**config.mk**
```make
export PLATFORM = sky130hd
export DESIGN_NAME = sched_top
export DESIGN_NICKNAME = d
export VERILOG_FILES = /design/src/sched_out_pkg.sv /design/src/warp_ctl_pkg.sv /design/src/divergence_stack.sv /design/src/pending_counter.sv /design/src/sched_out_buffer.sv /design/src/sched_top.sv /design/src/warp_schedule.sv
export VERILOG_INCLUDE_DIRS = /design/src
export SDC_FILE = /design/constraint.sdc
export NUM_CORES = 1
export LEC_CHECK = 0
export BUFFER_PORTS_ARGS = -buffer_cell sky130_fd_sc_hd__buf_2
export CAP_MARGIN = 10
export CORE_MARGIN = 1.5
export CORE_UTILIZATION = 43
export CTS_BUF_LIST = sky130_fd_sc_hd__clkbuf_4 sky130_fd_sc_hd__clkbuf_8
export DETAILED_ROUTE_END_ITERATION = 8
export PLACE_DENSITY = 0.64
export SLEW_MARGIN = 20
export SYNTH_ARGS = -nofsm -noshare
export SYNTH_HDL_FRONTEND = slang
export SYNTH_SLANG_ARGS = --single-unit
export TNS_END_PERCENT = 1
```
**constraint.sdc**
```tcl
create_clock -name clk -period 4.6 [get_ports clk]
set_input_delay 0.92 -clock clk [delete_from_list [all_inputs] [get_ports clk]]
set_output_delay 0.92 -clock clk [all_outputs]
set_load 0.1 [all_outputs]
```
**src/sched_config.svh**
```systemverilog
`ifndef SCHED_CONFIG_SVH
`define SCHED_CONFIG_SVH

// core geometry
`define NUM_WARPS    4
`define NUM_THREADS  4
`define PC_BITS      16

// local barriers
`define NUM_BARRIERS 2

// reconvergence entries per warp
`define DVG_DEPTH    4

// uncommitted instruction counter width
`define PENDING_BITS 8

// derived index widths
`define NW_WIDTH     2
`define NB_WIDTH     1

`endif

```
**src/sched_out_pkg.sv**
```systemverilog
`include "sched_config.svh"
`default_nettype none

package sched_out_pkg;

    // one issued instruction slot
    typedef struct packed {
        logic [`NW_WIDTH-1:0]    wid;
        logic [`NUM_THREADS-1:0] tmask;
        logic [`PC_BITS-1:0]     pc;
    } sched_entry_t;

    // busy is one cycle behind the state it reflects
    typedef struct packed {
        logic                  busy;
        logic [`NUM_WARPS-1:0] active_warps;
    } sched_status_t;

endpackage

`default_nettype wire

```
**src/warp_ctl_pkg.sv**
```systemverilog
`include "sched_config.svh"
`default_nettype none

package warp_ctl_pkg;

    // warp control operations, one per cycle at most
    typedef enum logic [2:0] {
        WCTL_TMC,
        WCTL_WSPAWN,
        WCTL_SPLIT,
        WCTL_JOIN,
        WCTL_BAR
    } wctl_op_e;

    typedef struct packed {
        logic                    valid;
        logic [`NW_WIDTH-1:0]    wid;
        wctl_op_e                op;
        // new tmask, then-mask for split, warp mask for wspawn
        logic [`NUM_THREADS-1:0] tmask;
        logic [`NUM_THREADS-1:0] else_tmask;
        // spawn start pc or else pc
        logic [`PC_BITS-1:0]     pc;
        logic [`NB_WIDTH-1:0]    bar_id;
        logic [`NW_WIDTH-1:0]    bar_size_m1;
    } wctl_t;

    typedef struct packed {
        logic                 valid;
        logic [`NW_WIDTH-1:0] wid;
        logic                 taken;
        logic [`PC_BITS-1:0]  dest;
    } branch_t;

    typedef struct packed {
        logic                 valid;
        logic [`NW_WIDTH-1:0] wid;
    } unlock_t;

    // popped reconvergence entry
    typedef struct packed {
        logic                    valid;
        logic                    is_dvg;
        logic                    is_else;
        logic [`NW_WIDTH-1:0]    wid;
        logic [`NUM_THREADS-1:0] tmask;
        logic [`PC_BITS-1:0]     pc;
    } join_t;

endpackage

`default_nettype wire

```
**src/divergence_stack.sv**
```systemverilog
`include "sched_config.svh"
`default_nettype none

module divergence_stack import warp_ctl_pkg::*; (
    input  wire        clk,
    input  wire        reset,
    input  wire wctl_t warp_ctl,
    output join_t      dvg_join
);
    localparam int PTR_W = $clog2(`DVG_DEPTH + 1);
    localparam int IDX_W = $clog2(`DVG_DEPTH);

    typedef struct packed {
        logic                    is_dvg;
        logic                    is_else;
        logic [`NUM_THREADS-1:0] tmask;
        logic [`PC_BITS-1:0]     pc;
    } dvg_entry_t;

    dvg_entry_t stack_mem [`NUM_WARPS][`DVG_DEPTH];
    logic [`NUM_WARPS-1:0][PTR_W-1:0] stack_ptr;

    logic             is_split;
    logic             is_join;
    logic             split_dvg;
    logic [PTR_W-1:0] ptr;
    logic [IDX_W-1:0] top_idx;
    dvg_entry_t       top;

    assign is_split  = warp_ctl.valid && (warp_ctl.op == WCTL_SPLIT);
    assign is_join   = warp_ctl.valid && (warp_ctl.op == WCTL_JOIN);
    assign split_dvg = (|warp_ctl.tmask) && (|warp_ctl.else_tmask);
    assign ptr       = stack_ptr[warp_ctl.wid];
    assign top_idx   = IDX_W'(ptr - PTR_W'(1));
    assign top       = stack_mem[warp_ctl.wid][top_idx];

    // divergent split pushes two entries, otherwise one marker
    always_ff @(posedge clk) begin
        if (reset) begin
            stack_ptr <= '0;
        end else if (is_split) begin
            stack_ptr[warp_ctl.wid] <= ptr + (split_dvg ? PTR_W'(2) : PTR_W'(1));
        end else if (is_join) begin
            stack_ptr[warp_ctl.wid] <= ptr - PTR_W'(1);
        end
    end

    always_ff @(posedge clk) begin
        if (is_split) begin
            if (split_dvg) begin
                // restore entry below, else path on top
                stack_mem[warp_ctl.wid][IDX_W'(ptr)] <= '{1'b1, 1'b0,
                    warp_ctl.tmask | warp_ctl.else_tmask, `PC_BITS'(0)};
                stack_mem[warp_ctl.wid][IDX_W'(ptr + PTR_W'(1))] <= '{1'b1, 1'b1,
                    warp_ctl.else_tmask, warp_ctl.pc};
            end else begin
                stack_mem[warp_ctl.wid][IDX_W'(ptr)] <= '{1'b0, 1'b0,
                    `NUM_THREADS'(0), `PC_BITS'(0)};
            end
        end
    end

    // popped entry goes back in the join cycle
    assign dvg_join = '{
        valid:   is_join,
        is_dvg:  top.is_dvg,
        is_else: top.is_else,
        wid:     warp_ctl.wid,
        tmask:   top.tmask,
        pc:      top.pc
    };

endmodule

`default_nettype wire

```
**src/pending_counter.sv**
```systemverilog
`include "sched_config.svh"
`default_nettype none

module pending_counter (
    input  wire  clk,
    input  wire  reset,
    input  wire  incr,
    input  wire  decr,
    output logic empty
);
    logic [`PENDING_BITS-1:0] count;

    // incr and decr together leave the count alone
    always_ff @(posedge clk) begin
        if (reset) begin
            count <= '0;
        end else if (incr && !decr) begin
            count <= count + `PENDING_BITS'(1);
        end else if (decr && !incr) begin
            count <= count - `PENDING_BITS'(1);
        end
    end

    assign empty = (count == '0);

endmodule

`default_nettype wire

```
**src/sched_out_buffer.sv**
```systemverilog
`default_nettype none

module sched_out_buffer import sched_out_pkg::*; (
    input  wire               clk,
    input  wire               reset,
    input  wire               in_valid,
    input  wire sched_entry_t in_entry,
    output logic              in_ready,
    output logic              out_valid,
    output sched_entry_t      out_entry,
    input  wire               out_ready
);
    logic         skid_valid;
    sched_entry_t skid_entry;
    logic         in_fire;
    logic         out_load;

    // full once the skid slot holds an entry
    assign in_ready = !skid_valid;
    assign in_fire  = in_valid && in_ready;
    // output register free or emptying this cycle
    assign out_load = !out_valid || out_ready;

    always_ff @(posedge clk) begin
        if (reset) begin
            out_valid  <= 1'b0;
            skid_valid <= 1'b0;
        end else if (out_load) begin
            out_valid  <= skid_valid || in_valid;
            skid_valid <= 1'b0;
        end else if (in_fire) begin
            skid_valid <= 1'b1;
        end
    end

    always_ff @(posedge clk) begin
        if (out_load) begin
            // older skid entry goes out first
            if (skid_valid) begin
                out_entry <= skid_entry;
            end else if (in_valid) begin
                out_entry <= in_entry;
            end
        end else if (in_fire) begin
            skid_entry <= in_entry;
        end
    end

endmodule

`default_nettype wire

```
**src/sched_top.sv**
```systemverilog
`include "sched_config.svh"
`default_nettype none

module sched_top import warp_ctl_pkg::*, sched_out_pkg::*; (
    input  wire                  clk,
    input  wire                  reset,
    input  wire [`PC_BITS-1:0]   startup_pc,
    input  wire wctl_t           warp_ctl,
    input  wire branch_t         branch,
    input  wire unlock_t         unlock,
    // one pulse per committed instruction
    input  wire [`NUM_WARPS-1:0] committed,
    input  wire                  out_ready,
    output logic                 out_valid,
    output sched_entry_t         out_entry,
    output sched_status_t        status
);

    warp_schedule u_sched (
        .clk        (clk),
        .reset      (reset),
        .startup_pc (startup_pc),
        .warp_ctl   (warp_ctl),
        .branch     (branch),
        .unlock     (unlock),
        .committed  (committed),
        .out_ready  (out_ready),
        .out_valid  (out_valid),
        .out_entry  (out_entry),
        .status     (status)
    );

endmodule

`default_nettype wire

```
**src/warp_schedule.sv**
```systemverilog
`include "sched_config.svh"
`default_nettype none

module warp_schedule import warp_ctl_pkg::*, sched_out_pkg::*; (
    input  wire                  clk,
    input  wire                  reset,
    input  wire [`PC_BITS-1:0]   startup_pc,
    input  wire wctl_t           warp_ctl,
    input  wire branch_t         branch,
    input  wire unlock_t         unlock,
    input  wire [`NUM_WARPS-1:0] committed,
    input  wire                  out_ready,
    output logic                 out_valid,
    output sched_entry_t         out_entry,
    output sched_status_t        status
);
    logic [`NUM_WARPS-1:0] active_warps;
    logic [`NUM_WARPS-1:0] active_warps_n;
    logic [`NUM_WARPS-1:0] stalled_warps;
    logic [`NUM_WARPS-1:0] stalled_warps_n;
    logic [`NUM_WARPS-1:0][`NUM_THREADS-1:0] thread_masks;
    logic [`NUM_WARPS-1:0][`NUM_THREADS-1:0] thread_masks_n;
    logic [`NUM_WARPS-1:0][`PC_BITS-1:0] warp_pcs;
    logic [`NUM_WARPS-1:0][`PC_BITS-1:0] warp_pcs_n;
    logic [`NUM_BARRIERS-1:0][`NUM_WARPS-1:0] barrier_masks;
    logic [`NUM_BARRIERS-1:0][`NUM_WARPS-1:0] barrier_masks_n;
    logic [`NUM_BARRIERS-1:0][`NW_WIDTH-1:0] barrier_ctrs;
    logic [`NUM_BARRIERS-1:0][`NW_WIDTH-1:0] barrier_ctrs_n;

    // pending wspawn request
    logic                  wspawn_valid;
    logic [`NUM_WARPS-1:0] wspawn_wmask;
    logic [`PC_BITS-1:0]   wspawn_pc;
    logic [`NW_WIDTH-1:0]  wspawn_wid;
    logic                  is_single_warp;
    logic                  wspawn_apply;

    join_t                 dvg_join;
    logic [`NUM_WARPS-1:0] ready_warps;
    logic                  sched_valid;
    logic                  sched_ready;
    logic                  sched_fire;
    logic [`NW_WIDTH-1:0]  sched_wid;
    sched_entry_t          sched_entry;
    logic                  out_fire;
    logic [`NUM_WARPS-1:0] pending_empty;
    logic                  busy;

    assign is_single_warp = ($countones(active_warps) == 1);
    assign wspawn_apply   = wspawn_valid && is_single_warp;
    assign out_fire       = out_valid && out_ready;

    always_comb begin
        active_warps_n  = active_warps;
        stalled_warps_n = stalled_warps;
        thread_masks_n  = thread_masks;
        warp_pcs_n      = warp_pcs;
        barrier_masks_n = barrier_masks;
        barrier_ctrs_n  = barrier_ctrs;

        if (wspawn_apply) begin
            active_warps_n = active_warps_n | wspawn_wmask;
            for (int i = 0; i < `NUM_WARPS; i++) begin
                if (wspawn_wmask[i]) begin
                    thread_masks_n[i] = `NUM_THREADS'(1);
                    warp_pcs_n[i]     = wspawn_pc;
                end
            end
            stalled_warps_n[wspawn_wid] = 1'b0;
        end

        if (warp_ctl.valid) begin
            case (warp_ctl.op)
                WCTL_TMC: begin
                    active_warps_n[warp_ctl.wid]  = |warp_ctl.tmask;
                    thread_masks_n[warp_ctl.wid]  = warp_ctl.tmask;
                    stalled_warps_n[warp_ctl.wid] = 1'b0;
                end
                WCTL_SPLIT: begin
                    // then mask only when both sides have threads
                    if ((|warp_ctl.tmask) && (|warp_ctl.else_tmask)) begin
                        thread_masks_n[warp_ctl.wid] = warp_ctl.tmask;
                    end
                    stalled_warps_n[warp_ctl.wid] = 1'b0;
                end
                WCTL_BAR: begin
                    if (barrier_ctrs[warp_ctl.bar_id] == warp_ctl.bar_size_m1) begin
                        // last arrival releases the whole group
                        barrier_ctrs_n[warp_ctl.bar_id]  = '0;
                        barrier_masks_n[warp_ctl.bar_id] = '0;
                        stalled_warps_n = stalled_warps_n & ~barrier_masks[warp_ctl.bar_id];
                        stalled_warps_n[warp_ctl.wid] = 1'b0;
                    end else begin
                        barrier_ctrs_n[warp_ctl.bar_id] =
                            barrier_ctrs[warp_ctl.bar_id] + `NW_WIDTH'(1);
                        barrier_masks_n[warp_ctl.bar_id] = barrier_masks[warp_ctl.bar_id]
                            | (`NUM_WARPS'(1) << warp_ctl.wid);
                    end
                end
                // wspawn is latched, join returns through the stack
                default: begin
                end
            endcase
        end

        if (dvg_join.valid) begin
            if (dvg_join.is_dvg) begin
                if (dvg_join.is_else) begin
                    warp_pcs_n[dvg_join.wid] = dvg_join.pc;
                end
                thread_masks_n[dvg_join.wid] = dvg_join.tmask;
            end
            stalled_warps_n[dvg_join.wid] = 1'b0;
        end

        if (branch.valid) begin
            if (branch.taken) begin
                warp_pcs_n[branch.wid] = branch.dest;
            end
            stalled_warps_n[branch.wid] = 1'b0;
        end

        if (unlock.valid) begin
            stalled_warps_n[unlock.wid] = 1'b0;
        end

        // hold the picked warp until its instruction resolves
        if (sched_fire) begin
            stalled_warps_n[sched_wid] = 1'b1;
        end
        if (out_fire) begin
            warp_pcs_n[out_entry.wid] = out_entry.pc + `PC_BITS'(1);
        end
    end

    always_ff @(posedge clk) begin
        if (reset) begin
            active_warps    <= `NUM_WARPS'(1);
            stalled_warps   <= '0;
            thread_masks    <= '0;
            thread_masks[0] <= `NUM_THREADS'(1);
            warp_pcs        <= '0;
            warp_pcs[0]     <= startup_pc;
            barrier_masks   <= '0;
            barrier_ctrs    <= '0;
            wspawn_valid    <= 1'b0;
            busy            <= 1'b0;
        end else begin
            active_warps  <= active_warps_n;
            stalled_warps <= stalled_warps_n;
            thread_masks  <= thread_masks_n;
            warp_pcs      <= warp_pcs_n;
            barrier_masks <= barrier_masks_n;
            barrier_ctrs  <= barrier_ctrs_n;
            // a new request wins over the one being applied
            if (warp_ctl.valid && (warp_ctl.op == WCTL_WSPAWN)) begin
                wspawn_valid <= 1'b1;
            end else if (wspawn_apply) begin
                wspawn_valid <= 1'b0;
            end
            busy <= (|active_warps) || !(&pending_empty);
        end
    end

    always_ff @(posedge clk) begin
        if (warp_ctl.valid && (warp_ctl.op == WCTL_WSPAWN)) begin
            wspawn_wmask <= warp_ctl.tmask[`NUM_WARPS-1:0];
            wspawn_pc    <= warp_ctl.pc;
            wspawn_wid   <= warp_ctl.wid;
        end
    end

    divergence_stack u_dvg_stack (
        .clk      (clk),
        .reset    (reset),
        .warp_ctl (warp_ctl),
        .dvg_join (dvg_join)
    );

    // lowest-numbered ready warp
    assign ready_warps = active_warps & ~stalled_warps;
    assign sched_valid = |ready_warps;
    assign sched_fire  = sched_valid && sched_ready;

    always_comb begin
        sched_wid = '0;
        for (int i = `NUM_WARPS - 1; i >= 0; i--) begin
            if (ready_warps[i]) begin
                sched_wid = `NW_WIDTH'(i);
            end
        end
    end

    assign sched_entry = '{
        wid:   sched_wid,
        tmask: thread_masks[sched_wid],
        pc:    warp_pcs[sched_wid]
    };

    sched_out_buffer u_out_buf (
        .clk       (clk),
        .reset     (reset),
        .in_valid  (sched_valid),
        .in_entry  (sched_entry),
        .in_ready  (sched_ready),
        .out_valid (out_valid),
        .out_entry (out_entry),
        .out_ready (out_ready)
    );

    for (genvar i = 0; i < `NUM_WARPS; i++) begin : g_pending
        pending_counter u_pending (
            .clk   (clk),
            .reset (reset),
            .incr  (out_fire && (out_entry.wid == `NW_WIDTH'(i))),
            .decr  (committed[i]),
            .empty (pending_empty[i])
        );
    end

    assign status = '{busy: busy, active_warps: active_warps};

endmodule

`default_nettype wire
```
==> flow_metrics.py <==
metrics = {
    "outcome": {
        "outcome": "complete, no violations",
    },
    "cts": {
        "cts_hold_buf": 0,
        "cts-root-buf": "clkbuf_8",
        "cts_max_level": 3,
        "clk_pin_slew_ns": 0.05,
        "cts.sinks": 562,
        "numCtsBuffers": 97,
        "cts_tree": "yes",
        "cts_resized": 0,
        "clock_latency_ns": 0.72,
        "cts_setup_buffers": 0,
        "cts_buffer_depth": 3,
    },
    "hold_path": {
        "worstHoldPathCells": 2,
        "min_to": "u_sched.warp_pcs[4]",
        "hold_path.class": "input port to register",
        "worstHoldStart": "startup_pc[4]",
    },
    "place": {
        "io_buffers": 106,
        "gp_congestion": 0.937,
        "hpwl_um": 51500,
    },
    "die": {
        "rows": 90,
        "die_w_um": 250,
        "ioPinCount": 107,
        "initial_core_util_pct": 43.5,
        "die_area_um2": 62400,
        "fp.coreArea_um2": 60200,
        "die_h_um": 250,
    },
    "worst_setup_path": {
        "endpoint_kind": "register",
        "reg2reg_slack_ns": 0.86,
        "reg2reg_from": "u_sched.active_warps[2]",
        "r2r_end": "u_sched.warp_pcs[39]",
        "crit_type": "input port to register",
        "required_ns": 5.20,
        "path_max_fanout": 15,
        "worst_setup_path_start_kind": "input port",
        "crit_start": "warp_ctl[30]",
        "cp.arrival_ns": 4.34,
        "reg2regPathDepth": 11,
    },
    "timing": {
        "setup_tns_ns": 0,
        "fmax_ghz": 0.267,
        "slew_headroom_pct": 25.8,
        "final_hold_viol_count": 0,
        "slew_violations": 0,
        "period_share_pct": 81.4,
        "final-setup-viol-count": 0,
        "worstMarginPinSlew_ns": 1.10,
        "finClkSkew_ns": 0.0374,
        "grt_setup_unrepaired": "no",
        "fin_crit_ns": 3.74,
        "holdWs_ns": 0.457,
    },
    "routing": {
        "drtIter0Drc": 1755,
        "via_per_inst": 6.09,
        "wl_um": 77300,
        "antenna_left": 0,
        "first_pass_iters": 9,
        "wl_per_cell_um": 25.2,
        "drcViolationCount": 0,
        "vias": 18656,
    },
    "synth": {
        "synth.distinct_cells": 60,
        "synth_edf_count": 418,
        "syn-cell-area_um2": 26200,
        "ys_seq_area_share_pct": 58.9,
        "ys_async_sr_fraction_pct": 0,
        "syn_avg_cell_area_um2": 12.9,
        "yosysWarnings": 0,
        "syn-num-nets": 2160,
        "yosys_register_bits": 562,
        "synth-main-ff-cell": "edfxtp_1",
        "synthCells": 2034,
    },
    "grt": {
        "grt_overflow": 0,
        "globalRouteTotalUtil_pct": 24.6,
        "grt_pass1_vias": 18499,
        "grt_pass1_wl_um": 115000,
        "antenna_found_initial": 3,
        "grt_max_degree": 77,
    },
    "power": {
        "p_leak_nw": 10.1,
        "peakVddDrop_v": 0.000261,
        "p_per_area_nw_per_um2": 407,
        "power_mw": 12.2,
    },
    "cells_and_area": {
        "area_growth_pct": 14.4,
        "drive_above_1_share_pct": 24.3,
        "nNetsFinal": 2325,
        "antenna_cells": 0,
    },
    "run": {
        "drv_cap": 0,
    },
}
[through the flow]
step	worst slack (ns)	std cells	cell area, um2	utilization (%)
3_5_place_dp	0.228	2882	28000	46.5
2_1_floorplan	0.00382	2034	26200	-
6_report	0.856	3065	30000	49.7
5_1_grt	0.622	3065	30000	49.7
4_1_cts	0.869	3065	30000	49.7
3_3_place_gp	0.350	2882	28000	46.5
[cell usage after synthesis (10+ instances only)]
cell type	n	area (um2)
o211ai_1	16	120
clkbuf_1	92	345
nor2_1	177	664
buf_2	20	100
a21oi_1	131	656
nand3_1	54	270
edfxtp_1	418	12600
buf_1	11	41.3
xnor2_1	32	280
a311oi_1	14	123
xor2_1	11	96.3
mux2i_1	79	791
mux4_2	97	2180
a22oi_1	40	300
nor3_1	39	195
a31oi_1	15	93.8
a221oi_1	20	175
nor4_1	10	62.6
nand2b_1	12	75.1
dfxtp_1	144	2880
o21ai_0	90	450
inv_1	43	161
mux2_2	66	743
nand2_1	104	390
a2111oi_0	16	140
a211oi_1	24	180
and3_1	83	519
ha_1	42	526
[how the worst max path moves through the flow]
stage                      endpoint  slack, ns
2_1_floorplan  u_sched.warp_pcs[14]      0.004
3_3_place_gp   u_sched.warp_pcs[59]       0.35
3_5_place_dp   u_sched.warp_pcs[56]       0.23
4_1_cts        u_sched.warp_pcs[39]       0.87
5_1_grt        u_sched.warp_pcs[46]       0.62
6_report       u_sched.warp_pcs[15]       0.86
[cell usage in the layout (no fill, tap or decap), types with 43 or more instances in the layout]
cell type and n:
o21ai_0 90, mux4_2 97, and3_1 83, clkbuf_8 104, a21oi_1 131, nand3_1 54, dfxtp_1 144, mux2_2 66
edfxtp_1 418, buf_4 86, mux2i_1 79, buf_2 103, nand2_1 104, nor2_1 155, inv_1 43
[sequential cells by signal, summed over array words and instances, names as in the netlist, 4 cells and up]
name and flops:
u_sched.active_warps 4, u_sched.barrier_ctrs 4, u_sched.barrier_masks 8, u_sched.g_pending.u_pending.count 32, u_sched.stalled_warps 4, u_sched.thread_masks 16, u_sched.u_dvg_stack.stack_mem 352, u_sched.u_dvg_stack.stack_ptr 8
u_sched.u_out_buf.out_entry 22, u_sched.u_out_buf.skid_entry 22, u_sched.warp_pcs 64, u_sched.wspawn_pc 16, u_sched.wspawn_wmask 4
[worst max-delay path, stage by stage]
cell,delay [ns]
buf_6,0.12
mux4_2,0.56
inv_1,0.15
ha_1,0.32
mux4_2,0.27
nand4_1,0.25
nor2_2,0.83
buf_4,0.32
mux2i_1,0.23
o211ai_1,0.12
a32oi_1,0.23
[per-layer routing]
| layer | vias to the layer above | wire length, um | GRT usage [%] |
|---|---|---|---|
| li1 | 8223 | - | - |
| met1 | 9368 | 31700 | 32.6 |
| met2 | 895 | 36800 | 40.0 |
| met3 | 166 | 6400 | 5.20 |
| met4 | 4 | 2350 | 8.80 |
| met5 | - | 28 | 0 |
[power breakdown]
| part | internal, mW | switching (mW) |
|---|---|---|
| logic | 0.689 | 1.12 |
| registers | 5.63 | 0.170 |
| clock network | 2.47 | 2.11 |
[logic make-up after synthesis]
| family | after synthesis | synth area share, % |
|---|---|---|
| multiplexers | 245 | 14.4 |
| adder cells (fa/ha/maj) | 47 | 2.39 |
| AO/OA/AOI/OAI | 438 | 10.6 |
| AND/OR/NAND/NOR | 523 | 9.45 |
| XOR/XNOR | 43 | 1.44 |
| buffers and inverters | 176 | 2.76 |
| flip-flops | 562 | 58.9 |
[cell type report]
type	count	area (um2)
clock buffer	143	1720
clock inverter	40	241
fill	5182	30300
inverter	46	173
multi-input combinational	1296	10100
sequential	562	15400
tap	782	978
timing repair buffer	196	1290
No activity file was read; power rests on OpenSTA's default activity.
